--- src/xbarPkg.sv ---
// --------------------------------------------------
// Shared sizes and types for the flow crossbar
// Every RTL file refers to these by scoped name
// Flow counts, item width and destination ID width
// --------------------------------------------------

package xbarPkg;

  // --------------------------------------------------
  // Sizes
  // --------------------------------------------------

  // Input flows, one pushDemux each
  localparam int numPushFlows = 4;

  // Output flows, one popMux and one arbiter each
  localparam int numPopFlows = 3;

  // Item payload width
  localparam int dataWidth = 16;

  // Binary destination index, wide enough for numPopFlows
  localparam int destIdWidth = 2;

  // --------------------------------------------------
  // Types
  // --------------------------------------------------

  // One item payload
  typedef logic [dataWidth-1:0] dataT;

  // Binary pop flow index carried with each push item
  typedef logic [destIdWidth-1:0] destIdT;

  // One bit per push flow
  // Column requests, canGrant and grant use this
  typedef logic [numPushFlows-1:0] pushVecT;

  // One bit per pop flow
  // Row valid and pop vectors of a pushDemux
  typedef logic [numPopFlows-1:0] popVecT;

endpackage

--- src/fixedPriorityArb.sv ---
// --------------------------------------------------
// Fixed priority arbiter for one crossbar column
// Lowest-indexed requester wins, purely combinational
// grant is qualified by colReady of the pop register
// --------------------------------------------------

`timescale 1ns/1ps

module fixedPriorityArb #(
  // Number of requesting push flows
  parameter int numRequesters = xbarPkg::numPushFlows
) (
  input  logic [numRequesters-1:0] request,
  input  logic                     colReady,
  output logic [numRequesters-1:0] canGrant,
  output logic [numRequesters-1:0] grant
);

  // --------------------------------------------------
  // Priority select
  // --------------------------------------------------

  // Isolate the lowest set bit
  // Adding one to the inverse carries up to that bit only
  always_comb begin
    canGrant = request & (~request + 1'b1);
  end

  // Column only takes an item when its pop register can
  always_comb begin
    if (colReady) begin
      grant = canGrant;
    end else begin
      grant = '0;
    end
  end

  // --------------------------------------------------
  // Checks
  // --------------------------------------------------

  // At most one winner per column
  always_comb begin
    assert ($onehot0(canGrant))
      else $error("canGrant not one-hot: %b", canGrant);
  end

  // Never grant a flow that is not asking
  always_comb begin
    assert ((grant & ~request) == '0)
      else $error("grant %b outside request %b", grant, request);
  end

endmodule

--- src/pushDemux.sv ---
// --------------------------------------------------
// Push side of one crossbar row
// Steers each push item by its destination ID into a
// one-entry crosspoint register per pop flow
// Registers empty when the column arbiter pops them
// --------------------------------------------------

`timescale 1ns/1ps

module pushDemux (
  input  logic                                        clk,
  input  logic                                        arstN,
  input  logic                                        pushValid,
  output logic                                        pushReady,
  input  xbarPkg::dataT                               pushData,
  input  xbarPkg::destIdT                             pushDestId,
  output xbarPkg::popVecT                             xpValid,
  output xbarPkg::dataT [xbarPkg::numPopFlows-1:0]    xpData,
  input  xbarPkg::popVecT                             xpPop
);

  xbarPkg::popVecT destOneHot;
  xbarPkg::popVecT xpFull;
  xbarPkg::popVecT slotFree;
  xbarPkg::popVecT load;
  logic            pushFire;

  // --------------------------------------------------
  // Destination decode
  // --------------------------------------------------

  // Out-of-range IDs decode to nothing and stall the flow
  always_comb begin
    for (int j = 0; j < xbarPkg::numPopFlows; j++) begin
      destOneHot[j] = (pushDestId == xbarPkg::destIdT'(j));
    end
  end

  // Free when empty or being drained this cycle
  assign slotFree = ~xpFull | xpPop;

  // Ready looks only at the addressed crosspoint
  assign pushReady = |(destOneHot & slotFree);
  assign pushFire  = pushValid & pushReady;
  assign load      = destOneHot & {xbarPkg::numPopFlows{pushFire}};

  // --------------------------------------------------
  // Crosspoint registers
  // --------------------------------------------------

  // Pop and load in one cycle keeps the slot full
  always_ff @(posedge clk or negedge arstN) begin
    if (!arstN) begin
      xpFull <= '0;
    end else begin
      xpFull <= (xpFull & ~xpPop) | load;
    end
  end

  always_ff @(posedge clk) begin
    for (int j = 0; j < xbarPkg::numPopFlows; j++) begin
      if (load[j]) begin
        xpData[j] <= pushData;
      end
    end
  end

  assign xpValid = xpFull;

  // --------------------------------------------------
  // Checks
  // --------------------------------------------------

  // Source must name an existing pop flow
  assert property (@(posedge clk) disable iff (!arstN)
    pushValid |-> (pushDestId < xbarPkg::numPopFlows))
    else $error("pushDestId %0d out of range", pushDestId);

  // Column arbiters only grant occupied crosspoints
  assert property (@(posedge clk) disable iff (!arstN)
    (xpPop & ~xpFull) == '0)
    else $error("xpPop %b hits empty crosspoint, full %b", xpPop, xpFull);

endmodule

--- src/popMux.sv ---
// --------------------------------------------------
// Pop side of one crossbar column
// Picks the crosspoint named by canGrant and moves it
// into a one-entry output register on the pop flow
// --------------------------------------------------

`timescale 1ns/1ps

module popMux (
  input  logic                                     clk,
  input  logic                                     arstN,
  input  xbarPkg::dataT [xbarPkg::numPushFlows-1:0] colData,
  input  xbarPkg::pushVecT                         canGrant,
  output logic                                     colReady,
  output logic                                     popValid,
  input  logic                                     popReady,
  output xbarPkg::dataT                            popData
);

  xbarPkg::dataT selData;
  logic          colGrant;

  // --------------------------------------------------
  // Data select
  // --------------------------------------------------

  // AND-OR mux over a one-hot select
  always_comb begin
    selData = '0;
    for (int i = 0; i < xbarPkg::numPushFlows; i++) begin
      if (canGrant[i]) begin
        selData = selData | colData[i];
      end
    end
  end

  // Room when empty or draining this cycle
  assign colReady = ~popValid | popReady;

  // Same condition the arbiter uses for its grant
  assign colGrant = (|canGrant) & colReady;

  // --------------------------------------------------
  // Output register
  // --------------------------------------------------

  // Hold while blocked, otherwise follow the column request
  always_ff @(posedge clk or negedge arstN) begin
    if (!arstN) begin
      popValid <= 1'b0;
    end else if (colReady) begin
      popValid <= |canGrant;
    end
  end

  always_ff @(posedge clk) begin
    if (colGrant) begin
      popData <= selData;
    end
  end

  // --------------------------------------------------
  // Checks
  // --------------------------------------------------

  // Back-pressured output stays put until taken
  assert property (@(posedge clk) disable iff (!arstN)
    (popValid && !popReady) |=> (popValid && $stable(popData)))
    else $error("pop output changed while back-pressured");

endmodule

--- src/flowXbarCore.sv ---
// --------------------------------------------------
// Crossbar datapath without the priority policy
// Rows of pushDemux feed columns of popMux
// Request and grant vectors leave for the arbiters
// --------------------------------------------------

`timescale 1ns/1ps

module flowXbarCore (
  input  logic                                            clk,
  input  logic                                            arstN,
  input  xbarPkg::pushVecT                                pushValid,
  output xbarPkg::pushVecT                                pushReady,
  input  xbarPkg::dataT    [xbarPkg::numPushFlows-1:0]    pushData,
  input  xbarPkg::destIdT  [xbarPkg::numPushFlows-1:0]    pushDestId,
  output xbarPkg::popVecT                                 popValid,
  input  xbarPkg::popVecT                                 popReady,
  output xbarPkg::dataT    [xbarPkg::numPopFlows-1:0]     popData,
  output xbarPkg::pushVecT [xbarPkg::numPopFlows-1:0]     request,
  output xbarPkg::popVecT                                 colReady,
  input  xbarPkg::pushVecT [xbarPkg::numPopFlows-1:0]     canGrant,
  input  xbarPkg::pushVecT [xbarPkg::numPopFlows-1:0]     grant
);

  // Row orientation, indexed [push][pop]
  xbarPkg::popVecT [xbarPkg::numPushFlows-1:0]                         xpValid;
  xbarPkg::popVecT [xbarPkg::numPushFlows-1:0]                         xpPop;
  xbarPkg::dataT   [xbarPkg::numPushFlows-1:0][xbarPkg::numPopFlows-1:0] rowData;

  // Column orientation, indexed [pop][push]
  xbarPkg::dataT   [xbarPkg::numPopFlows-1:0][xbarPkg::numPushFlows-1:0] colData;

  // --------------------------------------------------
  // Rows
  // --------------------------------------------------

  for (genvar i = 0; i < xbarPkg::numPushFlows; i++) begin : genRow
    pushDemux demuxInst (
      .clk        (clk),
      .arstN      (arstN),
      .pushValid  (pushValid[i]),
      .pushReady  (pushReady[i]),
      .pushData   (pushData[i]),
      .pushDestId (pushDestId[i]),
      .xpValid    (xpValid[i]),
      .xpData     (rowData[i]),
      .xpPop      (xpPop[i])
    );
  end

  // --------------------------------------------------
  // Transpose
  // --------------------------------------------------

  // Crosspoint [i][j] is request bit i of column j
  // and its grant comes back as pop bit j of row i
  always_comb begin
    for (int j = 0; j < xbarPkg::numPopFlows; j++) begin
      for (int i = 0; i < xbarPkg::numPushFlows; i++) begin
        request[j][i] = xpValid[i][j];
        colData[j][i] = rowData[i][j];
        xpPop[i][j]   = grant[j][i];
      end
    end
  end

  // --------------------------------------------------
  // Columns
  // --------------------------------------------------

  for (genvar j = 0; j < xbarPkg::numPopFlows; j++) begin : genCol
    popMux muxInst (
      .clk      (clk),
      .arstN    (arstN),
      .colData  (colData[j]),
      .canGrant (canGrant[j]),
      .colReady (colReady[j]),
      .popValid (popValid[j]),
      .popReady (popReady[j]),
      .popData  (popData[j])
    );

    // Arbiter and pop register agree on when an item moves
    assert property (@(posedge clk) disable iff (!arstN)
      (|grant[j]) == (colReady[j] && (|request[j])))
      else $error("column %0d grant out of step with pop register", j);
  end

endmodule

--- src/flowXbarFixed.sv ---
// --------------------------------------------------
// Flow crossbar with fixed priority arbitration
// Four push flows, three pop flows, ready/valid all over
// Push flow 0 has the highest priority in every column
// --------------------------------------------------

`timescale 1ns/1ps

module flowXbarFixed (
  input  logic                                         clk,
  input  logic                                         arstN,
  input  xbarPkg::pushVecT                             pushValid,
  output xbarPkg::pushVecT                             pushReady,
  input  xbarPkg::dataT   [xbarPkg::numPushFlows-1:0]  pushData,
  input  xbarPkg::destIdT [xbarPkg::numPushFlows-1:0]  pushDestId,
  output xbarPkg::popVecT                              popValid,
  input  xbarPkg::popVecT                              popReady,
  output xbarPkg::dataT   [xbarPkg::numPopFlows-1:0]   popData
);

  // Per column arbitration wires
  xbarPkg::pushVecT [xbarPkg::numPopFlows-1:0] request;
  xbarPkg::pushVecT [xbarPkg::numPopFlows-1:0] canGrant;
  xbarPkg::pushVecT [xbarPkg::numPopFlows-1:0] grant;
  xbarPkg::popVecT                             colReady;

  flowXbarCore coreInst (
    .clk        (clk),
    .arstN      (arstN),
    .pushValid  (pushValid),
    .pushReady  (pushReady),
    .pushData   (pushData),
    .pushDestId (pushDestId),
    .popValid   (popValid),
    .popReady   (popReady),
    .popData    (popData),
    .request    (request),
    .colReady   (colReady),
    .canGrant   (canGrant),
    .grant      (grant)
  );

  // One arbiter per pop column
  for (genvar j = 0; j < xbarPkg::numPopFlows; j++) begin : genArb
    fixedPriorityArb #(
      .numRequesters (xbarPkg::numPushFlows)
    ) arbInst (
      .request  (request[j]),
      .colReady (colReady[j]),
      .canGrant (canGrant[j]),
      .grant    (grant[j])
    );
  end

endmodule

--- config.mk ---
export PLATFORM = sky130hd
export DESIGN_NAME = flowXbarFixed
export DESIGN_NICKNAME = d
export VERILOG_FILES = /design/src/xbarPkg.sv /design/src/fixedPriorityArb.sv /design/src/pushDemux.sv /design/src/popMux.sv /design/src/flowXbarCore.sv /design/src/flowXbarFixed.sv
export SDC_FILE = /design/constraint.sdc
export NUM_CORES = 1
export LEC_CHECK = 0
export BUFFER_PORTS_ARGS = -buffer_cell sky130_fd_sc_hd__clkbuf_2
export CAP_MARGIN = 20
export CORE_MARGIN = 3
export CORE_UTILIZATION = 25
export DETAILED_ROUTE_END_ITERATION = 10
export MAX_ROUTING_LAYER = met4
export PLACE_DENSITY_LB_ADDON = 0.25
export SYNTH_ARGS = -nofsm -noshare
export SYNTH_HDL_FRONTEND = slang
export SYNTH_SLANG_ARGS = --single-unit
--- constraint.sdc ---
create_clock -name clk -period 3.3 [get_ports clk]
set_input_delay 0.825 -clock clk [delete_from_list [all_inputs] [get_ports clk]]
set_output_delay 0.825 -clock clk [all_outputs]
set_load 0.005 [all_outputs]
## Word level (Yosys, flattened, before mapping)

Cells that the tools add are included.

| word-level totals | value |
|---|---|
| flip-flop bits (word level) | 255 |
| input port bits | 81 |
| output and inout bits | 55 |
| logic and storage cells | 115 |

| operators by class | value |
|---|---|
| add/sub/neg operators | 3 |
| equal/unequal tests | 8 |
| mux-type cells | 15 |
| bitwise gates (word level) | 56 |
| reduce and logical (&&, ||, !) cells | 11 |

Operators with widths:

| cell | number |
|---|---|
| 16-bit 2-to-1 mux | 12 |
| 16-bit OR | 9 |
| 3-bit AND | 12 |
| 3-bit NOT | 8 |
| 3-bit OR | 8 |
| 4-bit by 1-bit adder with 4-bit output, second input constant | 3 |
| 4-bit AND | 3 |
| 4-bit 2-to-1 mux | 3 |
| 4-bit NOT | 3 |
| 3-bit OR reduction | 4 |
| 4-bit OR reduction | 3 |
| 2-bit by 1-bit == test with 1-bit output, second input constant | 4 |
| 2-bit == test, second input constant | 4 |
| 2-bit logical NOT | 4 |
| 1-bit AND | 7 |
| 1-bit NOT | 3 |
| 1-bit OR | 3 |

## Depth between registers and ports, before layout

| depth | value |
|---|---|
| word-level depth | 10 |
| mapped depth | 6 |
| mapped depth without buffers | 4 |

## By module

Synthesis repeated with hierarchy kept, for this count alone.

| unflattened totals | value |
|---|---|
| cells, all modules | 529 |
| area total of the unflattened synthesis | 9545.4 µm² |

By module, submodules not included:

| module | instances | cells an instance | area an instance (µm²) | sequential area each (µm²) |
|---|---|---|---|---|
| pushDemux | 4 | 67 | 1617.8 | 1516.5 |
| popMux | 3 | 78 | 940.9 | 505.5 |
| fixedPriorityArb | 3 | 9 | 83.8 | 0.0 |

## Worst setup path after synthesis

Ideal clock, no wire load.

| path | value |
|---|---|
| kind | input -> register |
| start | input popReady[0] |
| end | register coreInst.genRow[2].demuxInst.xpData[0] (netlist name) (enable) |
| setup time | 0.413 ns |
| arrival | 2.562 ns |
| required time | 2.887 ns |
| path slack | 0.325 ns |
| cell stages on the path | 4 |
| path buffers | 1 |
| cells stage by stage | nor2b_1 > clkbuf_1 > o31ai_1 > nor3b_1 |

| between the ends | value |
|---|---|
| word-level cells in the longest chain between the ends | 7 |

Ends and longest elaborated chain:

| what | line | source |
|---|---|---|
| start: declaration | flowXbarFixed.sv:17 | `input xbarPkg::popVecT popReady,` |
| 1-bit OR | popMux.sv:38 | `assign colReady = ~popValid \| popReady;` |
| 4-bit 2-to-1 mux | fixedPriorityArb.sv:31 | `if (colReady) begin` |
| 3-bit OR | pushDemux.sv:40 | `assign slotFree = ~xpFull \| xpPop;` |
| 3-bit AND | pushDemux.sv:43 | `assign pushReady = \|(destOneHot & slotFree);` |
| 3-bit OR reduction | pushDemux.sv:43 |  |
| 1-bit AND | pushDemux.sv:44 | `assign pushFire = pushValid & pushReady;` |
| 3-bit AND | pushDemux.sv:45 | `assign load = destOneHot & {xbarPkg::numPopFlows{pushFire}};` |
| named net coreInst.genRow[2].demuxInst.load[0] | pushDemux.sv:25 | `xbarPkg::popVecT load;` |
| end signal: indexed assignment | pushDemux.sv:63 | `xpData[j] <= pushData;` |
| end: declaration | pushDemux.sv:18 | `output xbarPkg::dataT [xbarPkg::numPopFlows-1:0] xpData,` |

The timed path passes the listed nets, and every way through them passes these cells.
A chain may end at the register's enable or synchronous reset.

## Worst setup path in the final report

| path | value |
|---|---|
| start | register coreInst.genRow[1].demuxInst.xpFull[1] |
| end | output pushReady[3] |

| between the ends | value |
|---|---|
| word-level cells in the longest chain between the ends | 7 |

Ends and longest elaborated chain:

| what | line | source |
|---|---|---|
| start: declaration | pushDemux.sv:23 | `xbarPkg::popVecT xpFull;` |
| start signal: assignment | pushDemux.sv:56 | `xpFull <= (xpFull & ~xpPop) \| load;` |
| 4-bit NOT | fixedPriorityArb.sv:26 | `canGrant = request & (~request + 1'b1);` |
| 4-bit by 1-bit adder with 4-bit output | fixedPriorityArb.sv:26 |  |
| 4-bit AND | fixedPriorityArb.sv:26 |  |
| 4-bit 2-to-1 mux | fixedPriorityArb.sv:31 |  |
| 3-bit OR | pushDemux.sv:40 |  |
| 3-bit AND | pushDemux.sv:43 |  |
| 3-bit OR reduction | pushDemux.sv:43 |  |
| end: declaration | flowXbarFixed.sv:13 | `output xbarPkg::pushVecT pushReady,` |

No other way between the ends.

==> impl_metrics.toml <==
[drt]
drt_iter0_markers = 432
dr.pass1.iters = 5
postRouteAntennaNets = 0
wirelength_um = 26200
via_count = 5212
via_per_inst = 4.49
drc_errors = 0
wl_per_cell_um = 22.5

[setup_path]
cp.required_ns = 2.47
end_kind = "output port"
slowest_stage = "dfrtp_1"
crit_buf_inv = 1
worstPathCellList = "or3_4 -> o21ai_1 -> nand3b_1 -> o311ai_1 -> clkbuf_2"
worstPathMaxFanout = 11
startpoint_type = "register"
cpPeakStageDelay_ns = 0.52
cp_data_arrival_time_ns = 2.10
crit_family = "simple AND/OR/NAND/NOR gates"
critical_path_class = "reg -> out"

[clock_tree]
cts_sinks = 255
clock_latency_ns = 0.53
cts_post_setup_buffers_inserted = 0
htreeDepth = 1
clock-root-buffer = "clkbuf_16"
path_clk_slew_ns = 0.07
tritoncts = "built"
cts_inserted_buffers = 25
postCtsHoldBufs = 0
cts.path.max_buffers = 3
cts_resized = 0

[synth]
yosys_warnings = 0
ys_seq_area_share_pct = 81.0
syn-cell-area_um2 = 9360
syn_avg_cell_area_um2 = 18.1
ys_ff_latch = 255
syn-num-nets = 598
ys_types = 34
syn_inst = 517

[cells_and_area]
final_common_cell = "edfxtp_1"
final_cell_mix = "edfxtp_1 (240), clkbuf_2 (135), nor2_1 (53)"
fillCellCount = 3674
drive_gt1_share_pct = 30.4
fin_util_pct = 31.0
syn2layout_area_growth_pct = 22.0
finalNetCount = 751

[grt]
grt_pass1_vias = 5382
grt_usage_pct = 13.4
grt_max_degree = 36
grt_antenna_before_repair = 6
overflow = 0
grt_pass1_wl_um = 37700

[placed_design]
place_congestion = 0.797
dp_hpwl_um = 18300
io_buffers = 135

[timing]
hold_slack_ns = 0.217
finClkSkew_ns = 0.0115
period_share_pct = 88.6
slew_violations = 0
tightest_slew_ns = 0.990
max_freq_mhz = 342
max-slew-margin-rel_pct = 33.9
min_period_ns = 2.92
grt_setup_unrepaired = "false"
finalHoldViolations = 0
setup_viol = 0
setup_tns_ns = 0

[power_and_ir_drop]
power_leakage_nw = 4.09
cell_internal_pwr_mw = 5.73
max-vdd-ir-drop_mv = 0.309
p_comb_share_pct = 13.3
power.total_mw = 7.64
power_switching_mw = 1.91
power.density_nw_per_um2 = 669
pwr-share-seq_pct = 52.1
pwr-share-clk_pct = 34.6
switching_share_pct = 25.0

[floorplanning]
die_area_um2 = 39800
die_x_um = 200
core_um2 = 36800
die_h_um = 200
initial_core_util_pct = 25.5
rows = 70
io_pins = 136

[worst_hold_path]
hold_path.class = "in -> async"

[outcome]
outcome = "finished clean"

[job]
cap_violations = 0
[power groups by stage]
stage	clock network, mW	logic (mW)	registers, mW
6_report	2.64	1.02	3.98
5_1_grt	2.86	1.13	4.00
4_1_cts	2.72	1.04	3.99
3_5_place_dp	0	1.04	4.05
3_3_place_gp	0	1.03	4.06
2_1_floorplan	0	0.514	4.03
[kinds of logic after synthesis]
family	Yosys count	share of synthesized area (%)
DFF	255	81.0
AOI/OAI and AO/OA	119	10.5
and+or+nand+nor	102	5.83
buffers and inverters	39	2.51
muxes	2	0.214
[area by class of cell]
| class | instances | area (um2) | area share (%) |
|---|---|---|---|
| inverters | 4 | 15.0 | 0.131 |
| flip-flops and latches | 255 | 7580 | 66.4 |
| clock buffers | 30 | 644 | 5.64 |
| clock inverters | 15 | 105 | 0.920 |
| diodes | 6 | 15.0 | 0.131 |
| multi-input cells | 223 | 1590 | 14.0 |
| well taps | 468 | 586 | 5.13 |
| repair buffers | 161 | 878 | 7.69 |
[metal layers]
layer  GRT usage (%)  routed length (um)  vias to the layer above
met5               -                   0                        -
met2            20.8               12300                      135
met1            17.9               11800                     2648
li1                -                   -                     2403
met3            3.03                1640                       26
met4            3.05                 439                        0
[per-stage QoR]
| step | worst slack [ns] | area [um2] | cells |
|---|---|---|---|
| floorplan | 0.325 | 9360 | 517 |
| global placement | 0.568 | 10600 | 1110 |
| detailed placement | 0.564 | 10600 | 1110 |
| CTS | 0.336 | 11400 | 1155 |
| global route | 0.255 | 11400 | 1162 |
| finish | 0.376 | 11400 | 1162 |
[synth_stat cells, drive strengths merged]
cell      n  area (um2)
nand3     1        5.00
buf      23         175
nand2b    7        43.8
nor4b     1        23.8
nor4      1        6.26
nand2     9        33.8
dfrtp    15         375
clkbuf   12        45.0
edfxtp  240        7210
o21ai    12        60.1
nand3b    7        52.6
a21oi     3        15.0
o31ai     2        15.0
or3       4        35.0
o311ai    1        8.76
a221o    48         480
inv       4        15.0
nor3b     4        30.0
nor2b     9        56.3
or3b      1        8.76
o41a      1        11.3
mux2i     2        20.0
o31a      1        8.76
a22oi    48         360
o22ai     2        12.5
nor2     58         250
a211oi    1        7.51
[state kept, by name, summed over array words and instances (netlist names)]
name                               count
coreInst.genCol.muxInst.popValid       3
coreInst.genCol.muxInst.popData       48
coreInst.genRow.demuxInst.xpData     192
coreInst.genRow.demuxInst.xpValid     12
[path summary, 6_finish.rpt]
| path | end | cells past startpoint | slack [ns] | from |
|---|---|---|---|---|
| min in group clk | coreInst.genRow[2].demuxInst.xpData[0]$_DFFE_PP_ | 1 | 0.51 | pushData[32] |
| max | pushReady[3] | 5 | 0.38 | coreInst.genRow[1].demuxInst.xpValid[1]$_DFF_PN0_ |
| max in group asynchronous | coreInst.genCol[1].muxInst.popValid$_DFFE_PN0P_ | 1 | 2.79 | arstN |
| min | coreInst.genCol[0].muxInst.popValid$_DFFE_PN0P_ | 1 | 0.22 | arstN |
| max reg2reg | coreInst.genCol[1].muxInst.popData[15]$_DFFE_PP_ | 6 | 1.12 | coreInst.genRow[1].demuxInst.xpValid[1]$_DFF_PN0_ |
| min reg2reg | coreInst.genCol[1].muxInst.popData[8]$_DFFE_PP_ | 1 | 0.54 | coreInst.genRow[3].demuxInst.xpData[24]$_DFFE_PP_ |
(Power assumes the default switching activity.)
